`src/common/boot_pkg.sv`:
```
`default_nettype none

package boot_pkg;

  // ICCM word address width, fixed by the mem_wr_t layout
  localparam int ICCM_AW = 12;

  // reserved word that closes a UART load
  localparam logic [31:0] BOOT_END_WORD = 32'h0000_0FFF;

  typedef enum logic [1:0] {
    RESP_OKAY   = 2'b00,
    RESP_SLVERR = 2'b10
  } axil_resp_e;

  typedef enum logic {
    ST_LOAD,
    ST_RUN
  } boot_state_e;

  // master to slave
  typedef struct packed {
    logic        awvalid;
    logic [31:0] awaddr;
    logic        wvalid;
    logic [31:0] wdata;
    logic [3:0]  wstrb;
    logic        bready;
    logic        arvalid;
    logic [31:0] araddr;
    logic        rready;
  } axil_req_t;

  // slave to master
  typedef struct packed {
    logic        awready;
    logic        wready;
    logic        bvalid;
    logic [1:0]  bresp;
    logic        arready;
    logic        rvalid;
    logic [31:0] rdata;
    logic [1:0]  rresp;
  } axil_rsp_t;

  // one ICCM write, word addressed with byte strobes
  typedef struct packed {
    logic               en;
    logic [ICCM_AW-1:0] addr;
    logic [31:0]        data;
    logic [3:0]         strb;
  } mem_wr_t;

endpackage

`default_nettype wire

```
`src/source/boot_ctrl.sv`:
```
`timescale 1ns/1ns
`default_nettype none

module boot_ctrl #(
  parameter int ICCM_WORDS = 1024
) (
  input  wire logic         clock,
  input  wire logic         rst_i,
  input  wire logic         rx_valid_i,
  input  wire logic [7:0]   rx_byte_i,
  output boot_pkg::mem_wr_t ldr_wr_o,
  output logic              loading_o,
  output logic              core_rst_o
);

  import boot_pkg::*;

  localparam logic [ICCM_AW-1:0] LAST_ADDR = ICCM_AW'(ICCM_WORDS - 1);

  boot_state_e        state_q;
  logic [1:0]         byte_cnt_q;
  logic [31:0]        word_q;
  logic [31:0]        word_next;
  logic [ICCM_AW-1:0] addr_q;
  logic               full_q;
  logic               wr_en_q;
  logic               byte_in;
  logic               word_done;

  assign byte_in   = rx_valid_i && (state_q == ST_LOAD);
  assign word_done = byte_in && (byte_cnt_q == 2'd3);

  // little endian: bytes enter at the top and move down,
  // so the first byte ends up in bits 7:0
  assign word_next = {rx_byte_i, word_q[31:8]};

  always_ff @(posedge clock) begin
    if (rst_i) begin
      state_q    <= ST_LOAD;
      byte_cnt_q <= '0;
      addr_q     <= '0;
      full_q     <= 1'b0;
      wr_en_q    <= 1'b0;
    end else begin
      wr_en_q <= 1'b0;
      if (byte_in) begin
        byte_cnt_q <= byte_cnt_q + 2'd1;
      end
      if (word_done) begin
        if (word_next == BOOT_END_WORD) begin
          state_q <= ST_RUN;
        end else begin
          wr_en_q <= !full_q;
        end
      end
      // address moves on once the write has gone out
      if (wr_en_q) begin
        if (addr_q == LAST_ADDR) begin
          full_q <= 1'b1;
        end else begin
          addr_q <= addr_q + 1'b1;
        end
      end
    end
  end

  always_ff @(posedge clock) begin
    if (byte_in) begin
      word_q <= word_next;
    end
  end

  always_comb begin
    ldr_wr_o.en   = wr_en_q;
    ldr_wr_o.addr = addr_q;
    ldr_wr_o.data = word_q;
    ldr_wr_o.strb = 4'hF;
  end

  // core stays in reset for the whole load
  assign loading_o  = (state_q == ST_LOAD);
  assign core_rst_o = (state_q == ST_LOAD);

endmodule

`default_nettype wire

```
`config.mk`:
```
export PLATFORM = sky130hd
export DESIGN_NAME = boot_ctrl
export DESIGN_NICKNAME = d
export VERILOG_FILES = /design/src/common/boot_pkg.sv /design/src/source/boot_ctrl.sv
export SDC_FILE = /design/constraint.sdc
export NUM_CORES = 1
export LEC_CHECK = 0
export BUFFER_PORTS_ARGS = -buffer_cell sky130_fd_sc_hd__buf_2
export CORE_MARGIN = 2
export CORE_UTILIZATION = 45
export DETAILED_ROUTE_END_ITERATION = 6
export PLACE_DENSITY = 0.72
export SETUP_SLACK_MARGIN = 0.15
export SYNTH_ARGS = -nofsm -noshare
export SYNTH_HDL_FRONTEND = slang
export SYNTH_SLANG_ARGS = --single-unit
```
`constraint.sdc`:
```
create_clock -name clock -period 7.4 [get_ports clock]
set_input_delay 1.48 -clock clock [delete_from_list [all_inputs] [get_ports clock]]
set_output_delay 1.48 -clock clock [all_outputs]
set_load 0.05 [all_outputs]
```
Yosys cells after proc, flatten, opt, wreduce, memory -nomap -nowiden
Index checks and enable logic that the tools add are counted.
{"block": "totals", "ff_bits": 49, "out_inout_bits": 51}
{"block": "classes", "addsub": 2, "n_eq_ne": 3, "n_reduce_logical": 7, "bitwise": 3}
{"operator": "32-bit by 12-bit equality test with 1-bit output, second input constant", "count": 1}
{"operator": "12-bit by 1-bit adder with 12-bit output, second input constant", "count": 1}
{"operator": "12-bit by 10-bit equality test with 1-bit output, second input constant", "count": 1}
{"operator": "2-bit AND reduction", "count": 3}
{"operator": "1-bit NOT", "count": 3}
{"operator": "3-bit OR reduction", "count": 1}
{"operator": "2-bit by 1-bit adder with 2-bit output, second input constant", "count": 1}
{"operator": "2-bit equality test, second input constant", "count": 1}
{"operator": "1-bit logical AND", "count": 2}
{"operator": "1-bit logical NOT", "count": 1}

Depth between registers and ports, before layout
{"block": "logic_depth", "word_depth": 5, "mapped_depth": 5, "mapped_depth_nobuf": 5}

Least setup slack after synthesis
Ideal clock, no wire load.
{"block": "synth_timing", "kind": "input to register", "startpoint": "in rx_valid_i", "endpoint": "reg state_q", "path_stages": 4, "t_required_ns": 7.323, "arrival_time_ns": 3.715, "path_slack_ns": 3.608, "path_buffers": 0, "cell_sequence": "nor2b_1 nand2_1 or2_2 o22ai_1"}
{"block": "synth_via", "elab_chain_len": 3}
{"element": "start, declared", "line_no": "boot_ctrl.sv:9", "source": "input wire logic rx_valid_i,"}
{"element": "1-bit logical AND", "line_no": "boot_ctrl.sv:30", "source": "assign byte_in = rx_valid_i && (state_q == ST_LOAD);"}
{"element": "1-bit logical AND", "line_no": "boot_ctrl.sv:31", "source": "assign word_done = byte_in && (byte_cnt_q == 2'd3);"}
{"element": "2-bit AND reduction (no source line)"}
{"element": "end signal, assigned", "line_no": "boot_ctrl.sv:39", "source": "state_q <= ST_LOAD;"}
{"element": "end signal, assigned", "line_no": "boot_ctrl.sv:51", "source": "state_q <= ST_RUN;"}
{"element": "end, declared", "line_no": "boot_ctrl.sv:20", "source": "boot_state_e state_q;"}
Every way passes these cells.
A chain may end at the register's enable or synchronous reset.

Worst setup path in the final report
{"block": "layout_timing", "startpoint": "reg wr_en_q", "endpoint": "out ldr_wr_o[48] (netlist bit)"}
{"element": "start, declared", "line_no": "boot_ctrl.sv:26", "source": "logic wr_en_q;"}
{"element": "start signal, assigned", "line_no": "boot_ctrl.sv:53", "source": "wr_en_q <= !full_q;"}
{"element": "end, declared", "line_no": "boot_ctrl.sv:11", "source": "output boot_pkg::mem_wr_t ldr_wr_o,"}
No word-level cell between the ends.

==> impl_results.md <==
* Outcome: finished clean
* Placed instance count at 238
* DRT Pass-1 Iters at 4
* Clock slew at reported path FFs at 0.09 ns
* Clk_lat worst skew at 0.30 ns
* Drt wl/cell at 13.9 um
* Maxcap violations at 0
* Die outline width at 69.2 um
* GRT overflow at 0
* Number of synthesized register bits at 49
* Worst setup SP type: flop
* CP required at 5.92 ns
* Max-slew violation count at 0
* Ys Warns at 0
* Core footprint at 4060 um^2
* RSZ-0062 raised after global routing: false
* # diodes at 0
* Setup TNS at 0 ns
* Post-synth ARST share at 0%
* Net switching power at 0.146 mW
* Die Span Y at 69.2 um
* Syn_area_per_cell at 14.0 um^2
* Final instance area at 2340 um^2
* RR Startpoint: word_q[21]
* Crit-path cells: buf_2
* EDFF count, synth at 32
* Fmax achieved at 384 MHz
* Combinational share of power at 10.8%
* Synth Instances at 137
* Dpl cell area at 2220 um^2
* Vias in the first global route at 1205
* Largest area contributor in the netlist: edfxtp_1
* Final core occ at 57.7%
* Final worst-path cycle share at 35.2%
* CTS resizes at 0
* CP bufs+invs at 1
* Htree depth at 2
* Synth top area share at 50.2%
* Layout fillers at 334
* Post-synthesis sequential area ratio at 68.0%
* Delay-heaviest family, CP: flip-flops
* DRT Wirelength at 3420 um
* Initial Util at 47.2%
* Part of the power in registers at 55.0%
* Clock share of power at 34.2%
* Post-Route Skew at 0.00239 ns
* Routed via count at 1266
* Fin. Hold Viols at 0
* Fin cells at 246
* Tightest Hold Check Type: reg2reg
* Post-DP HPWL at 2520 um
* Crit path capture type: primary output
* DR DRC count at 0
* Share of post-route cells with drive strength above 1 at 39.3%
* CP peak stage delay at 0.50 ns
* Critical path fanouts, max at 6
* Initial antenna violation count at 0
* CTS max path bufs at 2
* Worst hold start: full_q
* Net Sw Frac at 25.9%
* Commonest cells in the netlist: edfxtp_1, dfxtp_1, nor2_1
* Synth area leaders: edfxtp_1, dfxtp_1, nor2_1
* Final worst slack at 4.80 ns
* First-pass GRT wire length at 5690 um
* Crit path DAT at 1.12 ns
* Dpl ws at 4.50 ns
* Postcts setup bufs at 0
* RePlAce Congestion at 0.871
* Nets at 208
* Site Rows at 23
* Starting DRT DRC Count at 45
* Cts hold-fix bufs at 0
* Number of port buffers at 57
* Die area at 4790 um^2
* P_leak at 0.921 nW
* Mapped cell area at 1910 um^2
* CP max-delay cell: dfxtp_1
* CTS tree: done
* Clock sink total at 49
* CP Class: reg2out
* Most numerous cell in the Yosys netlist: edfxtp_1
* Global Route Usage Sum at 14.9%
* Root Driver: clkbuf_8
* Critical path origin: wr_en_q
* Detail Route Antenna Nets at 0
* Area growth syn-to-layout at 22.2%
* Internal power at 0.419 mW
* Post-synth top flop: edfxtp_1
* Final Hold Slack at 0.454 ns
* Largest net degree at the start of global routing at 36
* Clock buffer count from CTS at 5
* VDD IR max at 0.000130 V
* Synth cell types at 35
* Total power at 0.565 mW
* Via density per instance at 5.15
* Final setup violation count at 0
* PD cells at 241 nW/um^2
* Period minus WS final at 2.60 ns
* I/O pin total at 62
==> sequential cells by signal, summed over array words and instances (netlist names) <==
signal	flops
byte_cnt_q	2
state_q	1
word_q	32
wr_en_q	1
addr_q	12
full_q	1
==> layout by cell type (no fill, tap or decap), drive strengths merged, types with 2 or more instances in the layout <==
master   count
nand4        6
o2111ai      2
nor4         6
clkbuf       5
buf         58
nor4b        3
o211a        2
nand3        3
inv          4
dfxtp       17
nor2        14
xor2         3
nand2        4
ha           2
mux2i        2
nor2b        2
xnor2        4
nor3         6
edfxtp      32
and3         2
a21oi        3
conb         4
==> power groups by stage <==
stage,registers (mW),logic (mW),clock network [mW]
finish,0.311,0.0611,0.193
floorplan,0.350,0.0142,0
global route,0.312,0.0635,0.210
global placement,0.316,0.0604,0
detailed placement,0.317,0.0614,0
CTS,0.311,0.0615,0.198
==> area by class of cell <==
| class | instances | area (um^2) | share of cell area [%] |
|---|---|---|---|
| clock buffers | 5 | 68.8 | 2.94 |
| clock inverters | 3 | 50.0 | 2.14 |
| inverters | 3 | 11.3 | 0.481 |
| multi-input cells | 78 | 553 | 23.6 |
| flip-flops and latches | 49 | 1300 | 55.6 |
| well taps | 50 | 62.6 | 2.67 |
| repair buffers | 58 | 293 | 12.5 |
==> per-layer routing <==
metal | track usage [%] | part of all wire [%]
met3 | 4.94 | 5.5
met1 | 17.1 | 39
met4 | 5.88 | 1.5
met2 | 25.5 | 54
met5 | 0 | 0
==> worst paths after layout <==
path                  end  slack (ns)  cells after the start
max          ldr_wr_o[48]        4.80                      1
max reg2reg       wr_en_q        5.70                      4
min               wr_en_q        0.45                      1
min reg2reg       wr_en_q        0.45                      1
==> kinds of logic (layout without fill, tap and decap cells) <==
logic type | count (synthesis) | in the layout | synth area share, %
and+or+nand+nor | 52 | 52 | 17.6
buffers and inverters | 13 | 69 | 3.86
other | 1 | 4 | 0.196
muxes | 2 | 2 | 1.05
AOI/OAI and AO/OA | 11 | 11 | 4.77
xor gates and xnor gates | 7 | 7 | 3.20
DFF | 49 | 49 | 68.0
adders and majority gates | 2 | 2 | 1.31
Note: power is estimated with default switching activity, not from simulation.
