<file path="src/source/uart_rx.sv">
`timescale 1ns/1ns
`default_nettype none

module uart_rx #(
  parameter int CLKS_PER_BIT = 87
) (
  input  wire logic       clock,
  input  wire logic       rst_i,
  input  wire logic       rx_i,
  output logic            rx_valid_o,
  output logic [7:0]      rx_byte_o
);

  localparam int HALF_BIT = CLKS_PER_BIT / 2;
  localparam int CNT_W    = $clog2(CLKS_PER_BIT + 1);

  typedef enum logic [1:0] {
    RX_IDLE,
    RX_START,
    RX_DATA,
    RX_STOP
  } rx_state_e;

  rx_state_e        state_q;
  logic [1:0]       sync_q;
  logic [CNT_W-1:0] cnt_q;
  logic [2:0]       bit_idx_q;
  logic [7:0]       shift_q;
  logic             valid_q;
  logic             rx_s;
  logic             bit_end;

  assign rx_s    = sync_q[1];
  assign bit_end = (cnt_q == CNT_W'(CLKS_PER_BIT - 1));

  // line idles high
  always_ff @(posedge clock) begin
    if (rst_i) begin
      sync_q <= 2'b11;
    end else begin
      sync_q <= {sync_q[0], rx_i};
    end
  end

  always_ff @(posedge clock) begin
    if (rst_i) begin
      state_q   <= RX_IDLE;
      cnt_q     <= '0;
      bit_idx_q <= '0;
      valid_q   <= 1'b0;
    end else begin
      valid_q <= 1'b0;
      case (state_q)
        RX_IDLE: begin
          cnt_q     <= '0;
          bit_idx_q <= '0;
          if (!rx_s) begin
            state_q <= RX_START;
          end
        end
        RX_START: begin
          if (cnt_q == CNT_W'(HALF_BIT - 1)) begin
            cnt_q <= '0;
            // still low at mid start bit, else it was a glitch
            state_q <= rx_s ? RX_IDLE : RX_DATA;
          end else begin
            cnt_q <= cnt_q + 1'b1;
          end
        end
        RX_DATA: begin
          if (bit_end) begin
            cnt_q     <= '0;
            bit_idx_q <= bit_idx_q + 3'd1;
            if (bit_idx_q == 3'd7) begin
              state_q <= RX_STOP;
            end
          end else begin
            cnt_q <= cnt_q + 1'b1;
          end
        end
        RX_STOP: begin
          if (bit_end) begin
            // a low stop bit drops the byte
            valid_q <= rx_s;
            state_q <= RX_IDLE;
          end else begin
            cnt_q <= cnt_q + 1'b1;
          end
        end
        default: state_q <= RX_IDLE;
      endcase
    end
  end

  // lsb first
  always_ff @(posedge clock) begin
    if (state_q == RX_DATA && bit_end) begin
      shift_q <= {rx_s, shift_q[7:1]};
    end
  end

  assign rx_valid_o = valid_q;
  assign rx_byte_o  = shift_q;

endmodule

`default_nettype wire

</file>
<file path="config.mk">
export PLATFORM = sky130hd
export DESIGN_NAME = uart_rx
export DESIGN_NICKNAME = d
export VERILOG_FILES = /design/src/source/uart_rx.sv
export SDC_FILE = /design/constraint.sdc
export NUM_CORES = 1
export LEC_CHECK = 0
export BUFFER_PORTS_ARGS = -buffer_cell sky130_fd_sc_hd__buf_4
export CORE_ASPECT_RATIO = 1.1
export CORE_MARGIN = 1
export CORE_UTILIZATION = 49
export DETAILED_ROUTE_END_ITERATION = 12
export PLACE_DENSITY = 0.83
export RECOVER_POWER = 50
export REMOVE_ABC_BUFFERS = 1
export SYNTH_ARGS = -nofsm -noshare
export SYNTH_HDL_FRONTEND = slang
export SYNTH_SLANG_ARGS = --single-unit
</file>
<file path="constraint.sdc">
create_clock -name clock -period 1.9 [get_ports clock]
set_clock_uncertainty 0.05 [all_clocks]
set_input_delay 0.38 -clock clock [delete_from_list [all_inputs] [get_ports clock]]
set_output_delay 0.38 -clock clock [all_outputs]
set_load 0.03 [all_outputs]
</file>
* Word-level counts from Yosys, hierarchy flattened
Cells that the tools add are included.
Operators by class: add/sub/neg operators 2, eq/ne operators 12, muxes and demuxes 13, bitwise gates (word level) 2, reductions and logical operators 6
Operators with widths (count):
- case mux 7 bit (4 select lines) | 1
- two-way mux 7 bit | 3
- two-way mux 2 bit | 6
- != test 2 bit (second input constant) | 6
- case mux 2 bit (4 select lines) | 1
- adder 7 x 1 -> 7 bit (second input constant) | 1
- == test 7 x 6 -> 1 bit (second input constant) | 1
- == test 7 bit (second input constant) | 1
- case mux 3 bit (2 select lines) | 1
- AND reduction 5 bit | 1
- == test 2 bit (second input constant) | 2
- adder 3 x 1 -> 3 bit (second input constant) | 1
- == test 3 bit (second input constant) | 1
- two-way mux 3 bit | 1
- OR reduction 3 bit | 1
- == test 2 x 1 -> 1 bit (second input constant) | 1
- zero test 2 bit | 1
- NOT 1 bit | 2
- AND reduction 2 bit | 1
- nonzero test 2 bit | 1
- logical AND 1 bit | 1
Storage, ports and cells: register bits after elaboration 23, word-level logic and storage cells 41

* Logic depth before layout (Yosys ltp)
depth after elaboration 4, mapped depth 7, gate-level depth less buffers 6

* Worst setup path after synthesis
No wires, ideal clock.
path type reg-to-reg, start register cnt_q[0], end register shift_q[0] (netlist: rx_byte_o[0]), enable pin, library setup time 386 ps, data arrival time 1336 ps, required time 1464 ps, setup slack 129 ps, cell stages (with the launch flop) 5, period minus slack after synthesis 1771 ps, cell sequence dfxtp_1 -> inv_1 -> ha_1 -> nand3b_1 -> nor3_1
Between the ends: longest elaborated chain between the ends 2
Ends and longest elaborated chain:
- from (decl) | line 26 | logic [CNT_W-1:0] cnt_q;
- from (signal assigned) | line 67 | cnt_q <= cnt_q + 1'b1;
- from (signal assigned) | line 78 | cnt_q <= cnt_q + 1'b1;
- from (signal assigned) | line 87 | cnt_q <= cnt_q + 1'b1;
- == test 7 bit | line 34 | assign bit_end = (cnt_q == CNT_W'(CLKS_PER_BIT - 1));
- logical AND 1 bit | line 97 | if (state_q == RX_DATA && bit_end) begin
- to (signal assigned) | line 98 | shift_q <= {rx_s, shift_q[7:1]};
- to (decl) | line 28 | logic [7:0] shift_q;
Every way passes these cells. A chain may end at the register's enable or synchronous reset.

* Worst setup path after layout
start register cnt_q[0], end register bit_idx_q[0]
Between the ends: longest elaborated chain between the ends 3
Ends and longest elaborated chain:
- == test 7 bit | line 34
- != test 2 bit (no line)
- AND reduction 2 bit (no line)
- to (signal assigned) | line 73 | bit_idx_q <= bit_idx_q + 3'd1;
- to (decl) | line 27 | logic [2:0] bit_idx_q;
Every way passes these cells.

==> summary.txt <==
Synthesis
  • Synth top area cells: dfxtp_1 30%, edfxtp_1 24%, ha_1 5.0%
  • Yosys cell types: 34
  • Ys flop type: dfxtp_1
  • Register area share after synthesis: 0.536
  • Post-synth top area share: 0.298
  • Post-synth EDFFs: 8
  • Main combinational cell family by area after synthesis: simple AND/OR/NAND/NOR gates
  • Cell Area, Synth: 0.00101 mm^2
  • Largest area contributor in the netlist: dfxtp_1
  • Syn Area/Cell: 10.7 um^2
  • Most numerous cell in the Yosys netlist: dfxtp_1
  • Fraction of the mapped netlist area in adder cells: 0.0496
  • Post-synth ARST share: 0
  • Post-Synth Simple-Gate Area: 0.236
  • Yosys warnings: 0
  • Compound-Gate Fraction of Synth Area: 0.0931
  • Top post-synthesis cells by count: 15 x dfxtp_1, 9 x nor2_1, 8 x edfxtp_1
  • Synth Area in XOR/XNOR: 0.0521
  • Post-synthesis mux area share: 0
  • Cells after Synth: 94
  • #FFs+latches synth: 23

Finish
  • Finished Layout Cells: 134
  • Layout cells sized above 1: 0.103
  • Layout area overhead: 10.3%
  • Design area: 0.00111 mm^2
  • N_diodes: 0
  • FILL cells: 167
  • Post-layout net count: 115

Critical path
  • Worst-path cell chain: inv_1 > ha_1 > nand2_1 > or2_1 > or4_1 > a31oi_1
  • Critical path's top delay family: simple AND/OR/NAND/NOR gates
  • Worst Path Max Fanout: 7
  • Worst Path Required: 2.10 ns
  • WP buf/inv: 1
  • CP max-delay cell: or4_1
  • Crit start category: register
  • Setup crit end kind: register
  • Crit Path Category: register to register
  • Worst path arrival time: 1.92 ns
  • Crit-path max cell delay: 0.42 ns

Placement
  • Port Buf Inserts: 11
  • Post-DP Area: 0.00112 mm^2
  • Placed Cells: 130
  • Gpl congestion: 0.857
  • Final HPWL DP: 1220 um

GRT
  • Largest net degree at the start of global routing: 15
  • Vias in the first global route: 673
  • First-pass GRT wire length: 2870 um
  • GRT Resource Usage Total: 0.174
  • GRT Residual Overflow: 0
  • Initial antenna violation count: 0

Pwr
  • VDD IR max: 0.000479 V
  • Logic gate share of total power: 0.023
  • Net Sw Frac: 0.212
  • Leak Pwr: 0.353 nW
  • Clk pwr share: 0.297
  • Internal: 0.597 mW
  • Sequential power share: 0.679
  • P_sw: 0.161 mW
  • PwrDens: 682 mW/mm^2

Timing
  • Final hold vios: 0
  • Fin Setup TNS: 0 ns
  • Fmax: 0.582 GHz
  • Final min period: 1.72 ns
  • Endpoints failing setup: 0
  • Period utilisation layout: 0.904
  • Pin slew with the least headroom to its limit: 0.460 ns
  • Max Slew Vio Count: 0
  • Max transition margin: 0.693
  • RSZ-0062 raised after global routing: no

Clocking
  • Worst skew pair latency: 0.32 ns
  • TritonCTS Buffers: 3
  • CTS tree: built
  • Setup bufs post-CTS: 0
  • H-tree depth: 1
  • # resized after CTS: 0
  • TritonCTS Sinks: 23
  • Clk pin slew, worst setup/hold paths: 0.12 ns
  • CTS root buffer: clkbuf_4
  • # hold bufs at CTS: 0
  • CTS max path bufs: 2

Die
  • Die width: 45.3 um
  • Starting Density: 0.542
  • Die H: 49.6 um
  • Die area: 0.00224 mm^2
  • Io pins: 12
  • Core outline area: 0.00186 mm^2
  • Row cnt: 16

Routing
  • Drt drc: 0
  • Initial DRT Pass Iterations: 4
  • WL/cell: 12.8 um
  • Final wirelength: 1720 um
  • Via density per instance: 5.59
  • Post-route ant nets: 0
  • Via count: 749
  • Initial DRC count: 19

Worst hold path
  • HP Class: primary input to register

Flow run
  • Max-cap violations: 0

Outcome
  • Status: complete, no violations
[metal layers]
layer,share of wire,vias to the layer above,GRT usage
met2,0.46,23,0.266
met4,0.023,0,0.0909
met3,0.035,5,0.0330
met5,0,-,0
li1,-,364,-
met1,0.48,357,0.228
[sequential cells by signal (all words and copies together) (netlist names), named ones only]
register / flops
state_q: 1
rx_byte_o: 8
cnt_q: 7
sync_q: 2
bit_idx_q: 3
rx_valid_o: 1
[through the flow]
step           setup slack, ns   util  hold slack [ns]  power, mW
2_1_floorplan            0.129      -            0.339      0.535
3_3_place_gp             0.220  0.600            0.341      0.544
3_5_place_dp             0.123  0.600            0.360      0.544
4_1_cts                  0.110  0.615            0.182      0.764
5_1_grt                 0.0788  0.597            0.180      0.790
6_report                 0.182  0.597            0.189      0.758
[kinds of logic (layout without fill, tap and decap cells)]
group / Yosys count / in the layout
AND/OR/NAND/NOR: 39 / 39
adder cells (fa/ha/maj): 4 / 4
XOR/XNOR: 6 / 6
buffers and inverters: 7 / 20
AO/OA/AOI/OAI: 15 / 15
flip-flops: 23 / 23
[layout make-up]
cell class,instances,area (um^2),share of cell area
well taps,27,33.8,0.0304
repair buffers,13,60.1,0.0540
flip-flops and latches,23,541,0.486
inverters,3,11.3,0.0101
clock buffers,3,22.5,0.0202
clock inverters,1,5.00,0.00450
multi-input cells,64,439,0.395
[power by group through the flow]
stage	registers [mW]	logic, mW	clock network, mW
floorplan	0.524	0.0109	0
global route	0.516	0.0203	0.253
CTS	0.515	0.0188	0.231
detailed placement	0.526	0.0187	0
global placement	0.526	0.0183	0
finish	0.515	0.0178	0.226
[placed cells by master (no fill, tap or decap), types with 3 or more instances in the layout]
master,instances
clkbuf_4,3
dfxtp_1,15
nand3b_1,3
nand2_1,7
a21oi_1,4
xor2_1,4
clkbuf_1,10
inv_1,3
nor2_1,9
edfxtp_1,8
nand2b_1,3
a31oi_1,3
ha_1,4
buf_4,3
[worst paths after layout]
kind                                             from                        end  slack, ns  cells after the start
worst max register to register  cnt_q[0]$_SDFFE_PP0P_  bit_idx_q[0]$_SDFFE_PP0P_       0.18                      6
worst min register to register   sync_q[0]$_SDFF_PP1_       sync_q[1]$_SDFF_PP1_       0.39                      1
worst max-delay path            cnt_q[0]$_SDFFE_PP0P_  bit_idx_q[0]$_SDFFE_PP0P_       0.18                      6
worst min-delay path                             rx_i       sync_q[0]$_SDFF_PP1_       0.19                      2
(Power assumes the default switching activity.)
