### config.mk
export PLATFORM = sky130hd
export DESIGN_NAME = iccm_axil_slave
export DESIGN_NICKNAME = d
export VERILOG_FILES = /design/src/common/boot_pkg.sv /design/src/iccm/iccm_axil_slave.sv
export SDC_FILE = /design/constraint.sdc
export NUM_CORES = 1
export LEC_CHECK = 0
export ABC_AREA = 1
export BUFFER_PORTS_ARGS = -buffer_cell sky130_fd_sc_hd__buf_2
export CORE_AREA = 2 2 94 96
export CTS_CLUSTER_DIAMETER = 100
export CTS_CLUSTER_SIZE = 25
export DETAILED_ROUTE_END_ITERATION = 8
export DIE_AREA = 0 0 96 98
export PLACE_DENSITY = 0.52
export SLEW_MARGIN = 20
export SYNTH_ARGS = -nofsm -noshare
export SYNTH_HDL_FRONTEND = slang
export SYNTH_SLANG_ARGS = --single-unit
### constraint.sdc
create_clock -name clock -period 1.82 [get_ports clock]
set_clock_uncertainty 0.2 [all_clocks]
set_input_delay 0.182 -clock clock [delete_from_list [all_inputs] [get_ports clock]]
set_output_delay 0.182 -clock clock [all_outputs]
set_load 0.005 [all_outputs]
### src/common/boot_pkg.sv
`default_nettype none

package boot_pkg;

  // ICCM word address width, fixed by the mem_wr_t layout
  localparam int ICCM_AW = 12;

  // reserved word that closes a UART load
  localparam logic [31:0] BOOT_END_WORD = 32'h0000_0FFF;

  typedef enum logic [1:0] {
    RESP_OKAY   = 2'b00,
    RESP_SLVERR = 2'b10
  } axil_resp_e;

  typedef enum logic {
    ST_LOAD,
    ST_RUN
  } boot_state_e;

  // master to slave
  typedef struct packed {
    logic        awvalid;
    logic [31:0] awaddr;
    logic        wvalid;
    logic [31:0] wdata;
    logic [3:0]  wstrb;
    logic        bready;
    logic        arvalid;
    logic [31:0] araddr;
    logic        rready;
  } axil_req_t;

  // slave to master
  typedef struct packed {
    logic        awready;
    logic        wready;
    logic        bvalid;
    logic [1:0]  bresp;
    logic        arready;
    logic        rvalid;
    logic [31:0] rdata;
    logic [1:0]  rresp;
  } axil_rsp_t;

  // one ICCM write, word addressed with byte strobes
  typedef struct packed {
    logic               en;
    logic [ICCM_AW-1:0] addr;
    logic [31:0]        data;
    logic [3:0]         strb;
  } mem_wr_t;

endpackage

`default_nettype wire

### src/iccm/iccm_axil_slave.sv
`timescale 1ns/1ns
`default_nettype none

module iccm_axil_slave #(
  parameter int ICCM_WORDS = 1024
) (
  input  wire logic                         clock,
  input  wire logic                         rst_i,
  input  wire boot_pkg::axil_req_t          axil_i,
  output boot_pkg::axil_rsp_t               axil_o,
  input  wire logic                         loading_i,
  output boot_pkg::mem_wr_t                 bus_wr_o,
  output logic [boot_pkg::ICCM_AW-1:0]      rd_addr_o,
  input  wire logic [31:0]                  rd_data_i
);

  import boot_pkg::*;

  logic               bvalid_q;
  logic               rvalid_q;
  axil_resp_e         bresp_q;
  axil_resp_e         rresp_q;
  logic [ICCM_AW-1:0] rd_addr_q;
  logic               idle;
  logic               rd_accept;
  logic               wr_accept;

  // byte address to ICCM word index
  function automatic logic [ICCM_AW-1:0] word_addr(input logic [31:0] byte_addr);
    return ICCM_AW'(byte_addr[13:2] % ICCM_WORDS);
  endfunction

  // one transaction at a time
  assign idle      = !bvalid_q && !rvalid_q;
  assign rd_accept = idle && axil_i.arvalid;
  // read goes first when both show up
  assign wr_accept = idle && !axil_i.arvalid && axil_i.awvalid && axil_i.wvalid;

  // hold the read address so rdata stays put under back-pressure
  assign rd_addr_o = rd_accept ? word_addr(axil_i.araddr) : rd_addr_q;

  always_comb begin
    bus_wr_o.en   = wr_accept && !loading_i;
    bus_wr_o.addr = word_addr(axil_i.awaddr);
    bus_wr_o.data = axil_i.wdata;
    bus_wr_o.strb = axil_i.wstrb;
  end

  always_ff @(posedge clock) begin
    if (rst_i) begin
      bvalid_q <= 1'b0;
      rvalid_q <= 1'b0;
    end else begin
      if (wr_accept) begin
        bvalid_q <= 1'b1;
      end else if (axil_i.bready) begin
        bvalid_q <= 1'b0;
      end
      if (rd_accept) begin
        rvalid_q <= 1'b1;
      end else if (axil_i.rready) begin
        rvalid_q <= 1'b0;
      end
    end
  end

  // bus locked out while the UART load runs
  always_ff @(posedge clock) begin
    if (wr_accept) begin
      bresp_q <= loading_i ? RESP_SLVERR : RESP_OKAY;
    end
    if (rd_accept) begin
      rresp_q   <= loading_i ? RESP_SLVERR : RESP_OKAY;
      rd_addr_q <= word_addr(axil_i.araddr);
    end
  end

  always_comb begin
    axil_o.awready = wr_accept;
    axil_o.wready  = wr_accept;
    axil_o.bvalid  = bvalid_q;
    axil_o.bresp   = bresp_q;
    axil_o.arready = rd_accept;
    axil_o.rvalid  = rvalid_q;
    axil_o.rresp   = rresp_q;
    axil_o.rdata   = (rresp_q == RESP_SLVERR) ? 32'h0 : rd_data_i;
  end

endmodule

`default_nettype wire

# Yosys cells after proc, flatten, opt, wreduce, memory -nomap -nowiden
# Cells that the tools add are included.
[totals] register_bits=18 latchBits=0 mem_bits_rw=0 romBits=0 in_bits=140 output_inout_bits=102 elab_cells=25 mem_count=0
[op_classes] add_sub_neg=0 multipliers=0 div=0 n_lt_le_gt_ge=0 n_eq_ne=1 n_shift=0 n_mux=7 n_bitwise=0 reduce_logical=12
[op_table] cell="2-to-1 mux 32 bit" n=1
[op_table] cell="2-to-1 mux 12 bit" n=1
[op_table] cell="logical AND 1 bit" n=6
[op_table] cell="zero test 1 bit" n=4
[op_table] cell="2-to-1 mux 1 bit" n=4
[op_table] cell="nonzero test 2 bit" n=2
[op_table] cell="== test 2 bit, second input constant" n=1
[op_table] cell="2-to-1 mux 2 bit" n=1

# Longest topological paths before layout
# Gate-level depths: netlist of run 1.
[logic_depth] word_depth=6 mapped_depth=6 ltp_nobuf=5

# Worst setup path before layout of run 1
# Ideal clock, no wire load.
[synth_timing] path_kind="flip-flop to output port" from="reg rvalid_q" to="out rd_addr_o[3] (netlist bit)" arrival_ns=0.814 required_time_ns=1.438 slack_ns=0.624 stages_incl_launch_ff=7 path_buffers=1 cell_sequence="dfxtp_1 > nor2_2 > nand2_2 > inv_2 > buf_6 > nand2_1 > nand2_1"
[synth_via] elab_chain_cells=4
[synth_lines] element="start, declared" line="iccm_axil_slave.sv:20" text="logic rvalid_q;"
[synth_lines] element="start signal, assigned" line="iccm_axil_slave.sv:52" text="rvalid_q <= 1'b0;"
[synth_lines] element="start signal, assigned" line="iccm_axil_slave.sv:60" text="rvalid_q <= 1'b1;"
[synth_lines] element="start signal, assigned" line="iccm_axil_slave.sv:62" text="rvalid_q <= 1'b0;"
[synth_lines] element="zero test 1 bit" line="iccm_axil_slave.sv:34" text="assign idle = !bvalid_q && !rvalid_q;"
[synth_lines] element="logical AND 1 bit" line="iccm_axil_slave.sv:34"
[synth_lines] element="logical AND 1 bit" line="iccm_axil_slave.sv:35" text="assign rd_accept = idle && axil_i.arvalid;"
[synth_lines] element="named net rd_accept" line="iccm_axil_slave.sv:25" text="logic rd_accept;"
[synth_lines] element="2-to-1 mux 12 bit"
[synth_lines] element="end, declared" line="iccm_axil_slave.sv:13" text="output logic [boot_pkg::ICCM_AW-1:0] rd_addr_o,"
# The timed path passes the listed nets, and every way through them passes these cells.

# Final worst setup path of run 1
[layout_timing] from="reg rvalid_q" to="out rd_addr_o[0] (netlist bit)"
[layout_via] elab_chain_cells=4
[layout_lines] element="zero test 1 bit" line="iccm_axil_slave.sv:34"
[layout_lines] element="logical AND 1 bit" line="iccm_axil_slave.sv:34"
[layout_lines] element="logical AND 1 bit" line="iccm_axil_slave.sv:35"
[layout_lines] element="2-to-1 mux 12 bit"
# Every way passes these cells.

==> impl_metrics.yaml, run 1 <==
run_status:
  status: "complete, no violations"
die:
  die_h_um: 98
  initial_core_util_pct: 14.5
  num_io_pins: 242
  row_count: 34
  coreArea_um2: 8470
  dieWidth_um: 96
  die_area_um2: 9410
grt:
  grt_use_total_pct: 7.41
  grt_pass1_wl_um: 5610
  grt.overflow.total: 0
  grt_pass1_vias: 1205
  grt_max_degree: 34
  grt_antenna_before_repair: 0
critical_path:
  worstSetupPathType: "flop to primary output"
  endpoint_kind: "primary output"
  slowest_stage: "dfxtp_1"
  cp.arrival_ns: 1.27
  max_stage_delay_ns: 0.33
  worstPathRequired_ns: 1.44
  crit_path_cell_trace: "nor2_2 -> nand2_4 -> inv_8 -> nand2_1 -> nand2_1 -> buf_2"
  startpoint_type: "flop"
  critical_path.most_common_cell: "nand2_1"
  cp_max_fo: 14
final_layout:
  area_growth_pct: 33.5
  finish.utilization_pct: 19.3
  layout-drive-gt1-share_pct: 42.7
  regArea_um2: 340
  layout.cells.non_filler: 361
  multi_input_area_um2: 303
  diodes: 0
  final_nets: 394
  fillers: 993
clocking:
  cts_sinks: 16
  cts-root-buf: "clkbuf_8"
  h-tree-depth: 1
  cts_setup_buffers: 0
  cts.reportedPaths.clkPinSlew_ns: 0.07
  cts_tree: "built"
  clock_latency_ns: 0.25
  cts.path.max_buffers: 2
  numCtsBuffers: 3
sta:
  fmax_mhz: 604
  slew_viol_final: 0
  finalSetupViolCount: 0
  report.final.hold_viol_count: 0
  fin_crit_sh_pct: 91.0
  finalCriticalPeriod_ns: 1.66
  rsz0062_at_grt: "false"
  setup-tns-final_ns: 0
  timing.hold.ws_ns: 0.127
min_path:
  worst_hold_path_type: "input pin to flop"
logic_synthesis:
  synth_area_per_cell_um2: 6.44
  synthCells: 190
  seq_area_frac_synth_pct: 27.8
  ys_ff_latch: 16
  ys_types: 14
  ys_warn_count: 0
  syn-cell-area_um2: 1220
drt:
  ant_nets: 0
  drc: 0
  top_layer_used: "met4"
  met2_length_um: 1700
  vias: 1208
  wl_um: 3670
  viasPerCell: 3.35
  drtIter0Drc: 7
  wl_per_cell_um: 10.2
  drt-pass1-iter-count: 2
  dr_wl_met3_um: 457
  drt-met1-wl_um: 1410
placed_design:
  place_congestion: 0.616
  place_inst: 343
  port_buffers: 101
  dp_hpwl_um: 3070
pwr:
  peakVddDrop_mv: 0.364
  p_leak_nw: 1.06
  powerDensity_nw_per_um2: 593
run:
  drv_cap: 0
[cells in the mapped netlist (all sizes together)]
cell type	number	area (um^2)
buf	60	447
inv	40	150
nor2	36	138
nand2	34	130
dfxtp	14	280
a21oi	2	10.0
edfxtp	2	60.1
conb	1	3.75
nand3	1	5.00
[metrics by stage]
stage	cell area, um^2	power, mW	setup slack, ns
floorplan	1230	0.630	0.624
global placement	1440	0.680	0.251
detailed placement	1440	0.683	0.257
CTS	1620	0.986	0.0367
global route	1630	1.05	0.0140
finish	1630	0.970	0.164
[registers in the layout, indices dropped and copies added (netlist names)]
signal     flops
rvalid_q       1
bvalid_q       1
rd_addr_q     12
bresp_q        1
rresp_q        1
[cells in the final DEF (no fill, tap or decap), types with 2 or more instances in the layout]
master	netlist	layout
buf_2	3	101
inv_1	39	39
nor2_1	35	35
nand2_1	33	33
dfxtp_1	14	14
dlygate4sd3_1	0	14
conb_1	1	4
clkbuf_8	0	3
a21oi_1	2	2
edfxtp_1	2	2
[worst max-delay path, delay by kind of cell, from the launching register on]
kind / cells / cell delay [ns]
flip-flops: 1 / 0.33
buffers and inverters: 2 / 0.23
AND/OR/NAND/NOR: 4 / 0.45
[final timing paths]
check | slack (ns) | cells past startpoint | start | end
hold reg to reg | 0.22 | 2 | rd_addr_q[11]$_DFF_P_ | rd_addr_q[11]$_DFF_P_
setup / recovery | 0.16 | 6 | rvalid_q$_SDFFE_PP0P_ | rd_addr_o[0]
hold / removal | 0.13 | 4 | axil_i[33] | bvalid_q$_SDFFE_PP0P_
setup reg to reg | 0.23 | 4 | rvalid_q$_SDFFE_PP0P_ | rvalid_q$_SDFFE_PP0P_
[cells by family (layout without fill, tap and decap cells)]
| logic type | count (synthesis) | count (layout) | share of synthesized area, % |
|---|---|---|---|
| compound gates | 2 | 2 | 0.818 |
| buf+inv | 100 | 160 | 48.8 |
| flops | 16 | 16 | 27.8 |
| other cells | 1 | 4 | 0.306 |
| simple gates | 71 | 71 | 22.3 |
[what timing repair did]
action,4_1_cts,5_1_grt
endpoints found under the setup margin,10,12
gates cloned,0,0
hold endpoints to repair,14,0
hold buffers,14,0
resized for setup,1,3
[area by class of cell]
type	count	share of cell area, %
flip-flops and latches	16	20.8
clock inverters	1	0.230
well taps	108	8.27
inverters	40	9.65
clock buffers	3	2.53
repair buffers	116	40.0
multi-input cells	77	18.5
[power breakdown]
part           switching [mW]  internal [mW]
logic                   0.143          0.147
registers              0.0111          0.397
clock network           0.122          0.149
[layer usage]
| metal | GRT usage (%) | vias to the layer above |
|---|---|---|
| li1 | - | 597 |
| met1 | 8.14 | 510 |
| met2 | 12.6 | 83 |
| met3 | 2.47 | 18 |
| met4 | 3.52 | 0 |
| met5 | 0 | - |
No activity file was read; power rests on OpenSTA's default activity.
==> inputs of run 2 (changes only) <==
--- a/config.mk
+++ b/config.mk
@@ -5,14 +5,14 @@
 export SDC_FILE = /design/constraint.sdc
 export NUM_CORES = 1
 export LEC_CHECK = 0
-export ABC_AREA = 1
 export BUFFER_PORTS_ARGS = -buffer_cell sky130_fd_sc_hd__buf_2
-export CORE_AREA = 2 2 94 96
+export CORE_AREA = 2 2 95 97
 export CTS_CLUSTER_DIAMETER = 100
 export CTS_CLUSTER_SIZE = 25
 export DETAILED_ROUTE_END_ITERATION = 8
-export DIE_AREA = 0 0 96 98
-export PLACE_DENSITY = 0.52
+export DIE_AREA = 0 0 97 99
+export MAX_ROUTING_LAYER = met4
+export PLACE_DENSITY = 0.5
 export SLEW_MARGIN = 20
 export SYNTH_ARGS = -nofsm -noshare
 export SYNTH_HDL_FRONTEND = slang
==> run 2 against run 1 <==
  * The run now ends with setup timing left
  * Critical endpoint is now rd_addr_o[3]
  * Routed wire length is 2.7% lower
  * Final cell count decreased by 14%
  * Sequential share of layout area down 1.1 points
  * Utilization increased by 1.2 points
  * Die area is 2.1% higher
==> impl_metrics.yaml, run 2 <==
clocking:
  h-tree-depth: 1
  clock_latency_ns: 0.24
  cts-root-buf: "clkbuf_8"
  cts_tree: "built"
  cts_sinks: 16
  cts.reportedPaths.clkPinSlew_ns: 0.06
  numCtsBuffers: 3
  cts.path.max_buffers: 2
pwr:
  internal_power_mw: 0.800
  powerDensity_nw_per_um2: 609
  peakVddDrop_mv: 0.558
  power_switching_mw: 0.267
  netSwitchingFraction_pct: 25.0
  p_leak_nw: 0.906
  p_comb_share_pct: 36.0
  seqPwrFrac_pct: 38.9
  p_clk_share_pct: 25.1
die:
  die_h_um: 99
  die_area_um2: 9600
  initial_core_util_pct: 13.8
  dieWidth_um: 97
  row_count: 34
  coreArea_um2: 8550
  num_io_pins: 242
grt:
  grt_pass1_vias: 1086
  grt_antenna_before_repair: 4
  grt_max_degree: 34
  grt_use_total_pct: 7.13
  grt_pass1_wl_um: 5410
  grt.overflow.total: 0
drt:
  drc: 0
  viasPerCell: 3.28
  ant_nets: 0
  wl_um: 3570
  wl_per_cell_um: 11.5
  vias: 1016
  drt-pass1-iter-count: 3
  drtIter0Drc: 17
critical_path:
  cp.arrival_ns: 1.45
  ff2ff_path_depth: 4
  r2r-end: "rresp_q[1]$_DFFE_PP_"
  worstSetupPathType: "flop to primary output"
  worstPathRequired_ns: 1.44
  endpoint_kind: "primary output"
  worst-r2r-setup-slack_ns: 0.38
  cp_max_fo: 8
  timing.rr.start: "rvalid_q$_SDFFE_PP0P_"
  startpoint_type: "flop"
final_layout:
  area_growth_pct: 48.7
  final_nets: 339
  layout-drive-gt1-share_pct: 64.1
  fillers: 959
  top_register: "rd_addr_q"
  final_cell_mix: "buf_2, nor2b_1, dlygate4sd3_1"
  largest_reg_flops: 12
  fin_area_um2: 1750
  layout_commonest_cell: "buf_2"
logic_synthesis:
  synthTopCellsByCount: "buf_4, nor2b_1, dfxtp_1"
  synth_top_area_cell: "buf_4"
  synthTopCellsByArea: "buf_4, dfxtp_1, nor2b_1, mux2_2, edfxtp_1"
  ys.flop_type: "dfxtp_1"
  async_flop_share_pct: 0
  seq_area_frac_synth_pct: 28.9
  synth_edf_count: 2
  ys_ff_latch: 16
  synth_area_per_cell_um2: 9.21
  syn-cell-area_um2: 1180
  ys_types: 16
  synthCells: 128
  synth.most_common_cell: "buf_4"
  synth_top_area_share_pct: 35.0
  ys_warn_count: 0
placed_design:
  place_congestion: 0.659
  placed_cell_area_um2: 1430
  port_buffers: 101
  dp_slack_ns: 0.172
sta:
  fmax_mhz: 547
  fin_crit_sh_pct: 100
  finalSetupViolCount: 7
  slew_viol_final: 0
  setup_ws_ns: -0.00885
  finalCriticalPeriod_ns: 1.83
  timing.hold.ws_ns: 0.0584
  setup-tns-final_ns: -0.0493
  rsz0062_at_grt: "true"
  report.final.hold_viol_count: 0
min_path:
  min_path_cells: 3
  min_from: "axil_i[0]"
  min_to: "rvalid_q$_SDFFE_PP0P_"
  worst_hold_path_type: "input pin to flop"
run:
  drv_cap: 0
run_status:
  status: "finished, violations left"
  violations: "setup timing"
[run 2: repair_timing]
action                                  in CTS  in global routing
resized for setup                           25                  1
endpoints found under the setup margin      10                 12
pin swaps                                    1                  1
hold buffers                                13                  0
buffers inserted                             5                  1
endpoints found under the hold margin       13                  0
gates cloned                                 1                  0
[run 2: cell families (layout without fill, tap and decap cells)]
logic type	after synthesis	after routing	synth area share, %
AND/OR/NAND/NOR	40	40	22.7
AO/OA/AOI/OAI	2	2	1.59
multiplexers	10	10	9.55
other	1	8	0.318
flip-flops	16	16	28.9
buffers and inverters	59	126	36.9
[run 2: worst max-delay path, cell delays in order, from the launching register on]
cell,delay (ns)
dfxtp_2,0.34
nor3b_4,0.23
buf_6,0.20
mux2_4,0.32
buf_6,0.12
[run 2: routing by layer]
metal,GRT usage (%),up-vias,wire [um]
met3,5.46,16,651
li1,-,489,-
met2,11.1,91,1540
met1,6.77,420,1290
met4,2.49,0,93
met5,-,-,0
[run 2: how the worst max path moves through the flow]
stage / from / to / depth (start not counted)
finish: rvalid_q$_SDFFE_PP0P_ / rd_addr_o[3] / 4
global route: rvalid_q$_SDFFE_PP0P_ / rd_addr_o[9] / 4
CTS: bvalid_q$_SDFFE_PP0P_ / rd_addr_o[9] / 5
detailed placement: bvalid_q$_SDFFE_PP0P_ / rd_addr_o[0] / 4
global placement: bvalid_q$_SDFFE_PP0P_ / rd_addr_o[7] / 4
floorplan: rvalid_q$_SDFFE_PP0P_ / rd_addr_o[4] / 3
[run 2: cell type report]
type                    instances  area [um^2]  area share [%]
clock buffers                   3         41.3            2.36
multi-input cells              56          452            25.8
clock inverters                 1         3.75           0.214
flip-flops and latches         16          345            19.7
repair buffers                122          766            43.7
well taps                     108          135            7.71
diodes                          4         10.0           0.571
[run 2: stage by stage]
| step | util, % | std cells | total power, mW |
|---|---|---|---|
| 2_1_floorplan | - | 131 | 0.638 |
| 3_3_place_gp | 16.7 | 284 | 0.692 |
| 3_5_place_dp | 16.7 | 284 | 0.700 |
| 4_1_cts | 20.8 | 307 | 1.10 |
| 5_1_grt | 20.5 | 310 | 1.13 |
| 6_report | 20.5 | 310 | 1.07 |
[run 2: power by group through the flow]
stage | Sequential (mW) | Combinational [mW] | Clock [mW]
2_1_floorplan | 0.420 | 0.218 | 0
3_3_place_gp | 0.419 | 0.273 | 0
3_5_place_dp | 0.422 | 0.278 | 0
4_1_cts | 0.414 | 0.407 | 0.281
5_1_grt | 0.417 | 0.419 | 0.296
6_report | 0.415 | 0.384 | 0.268
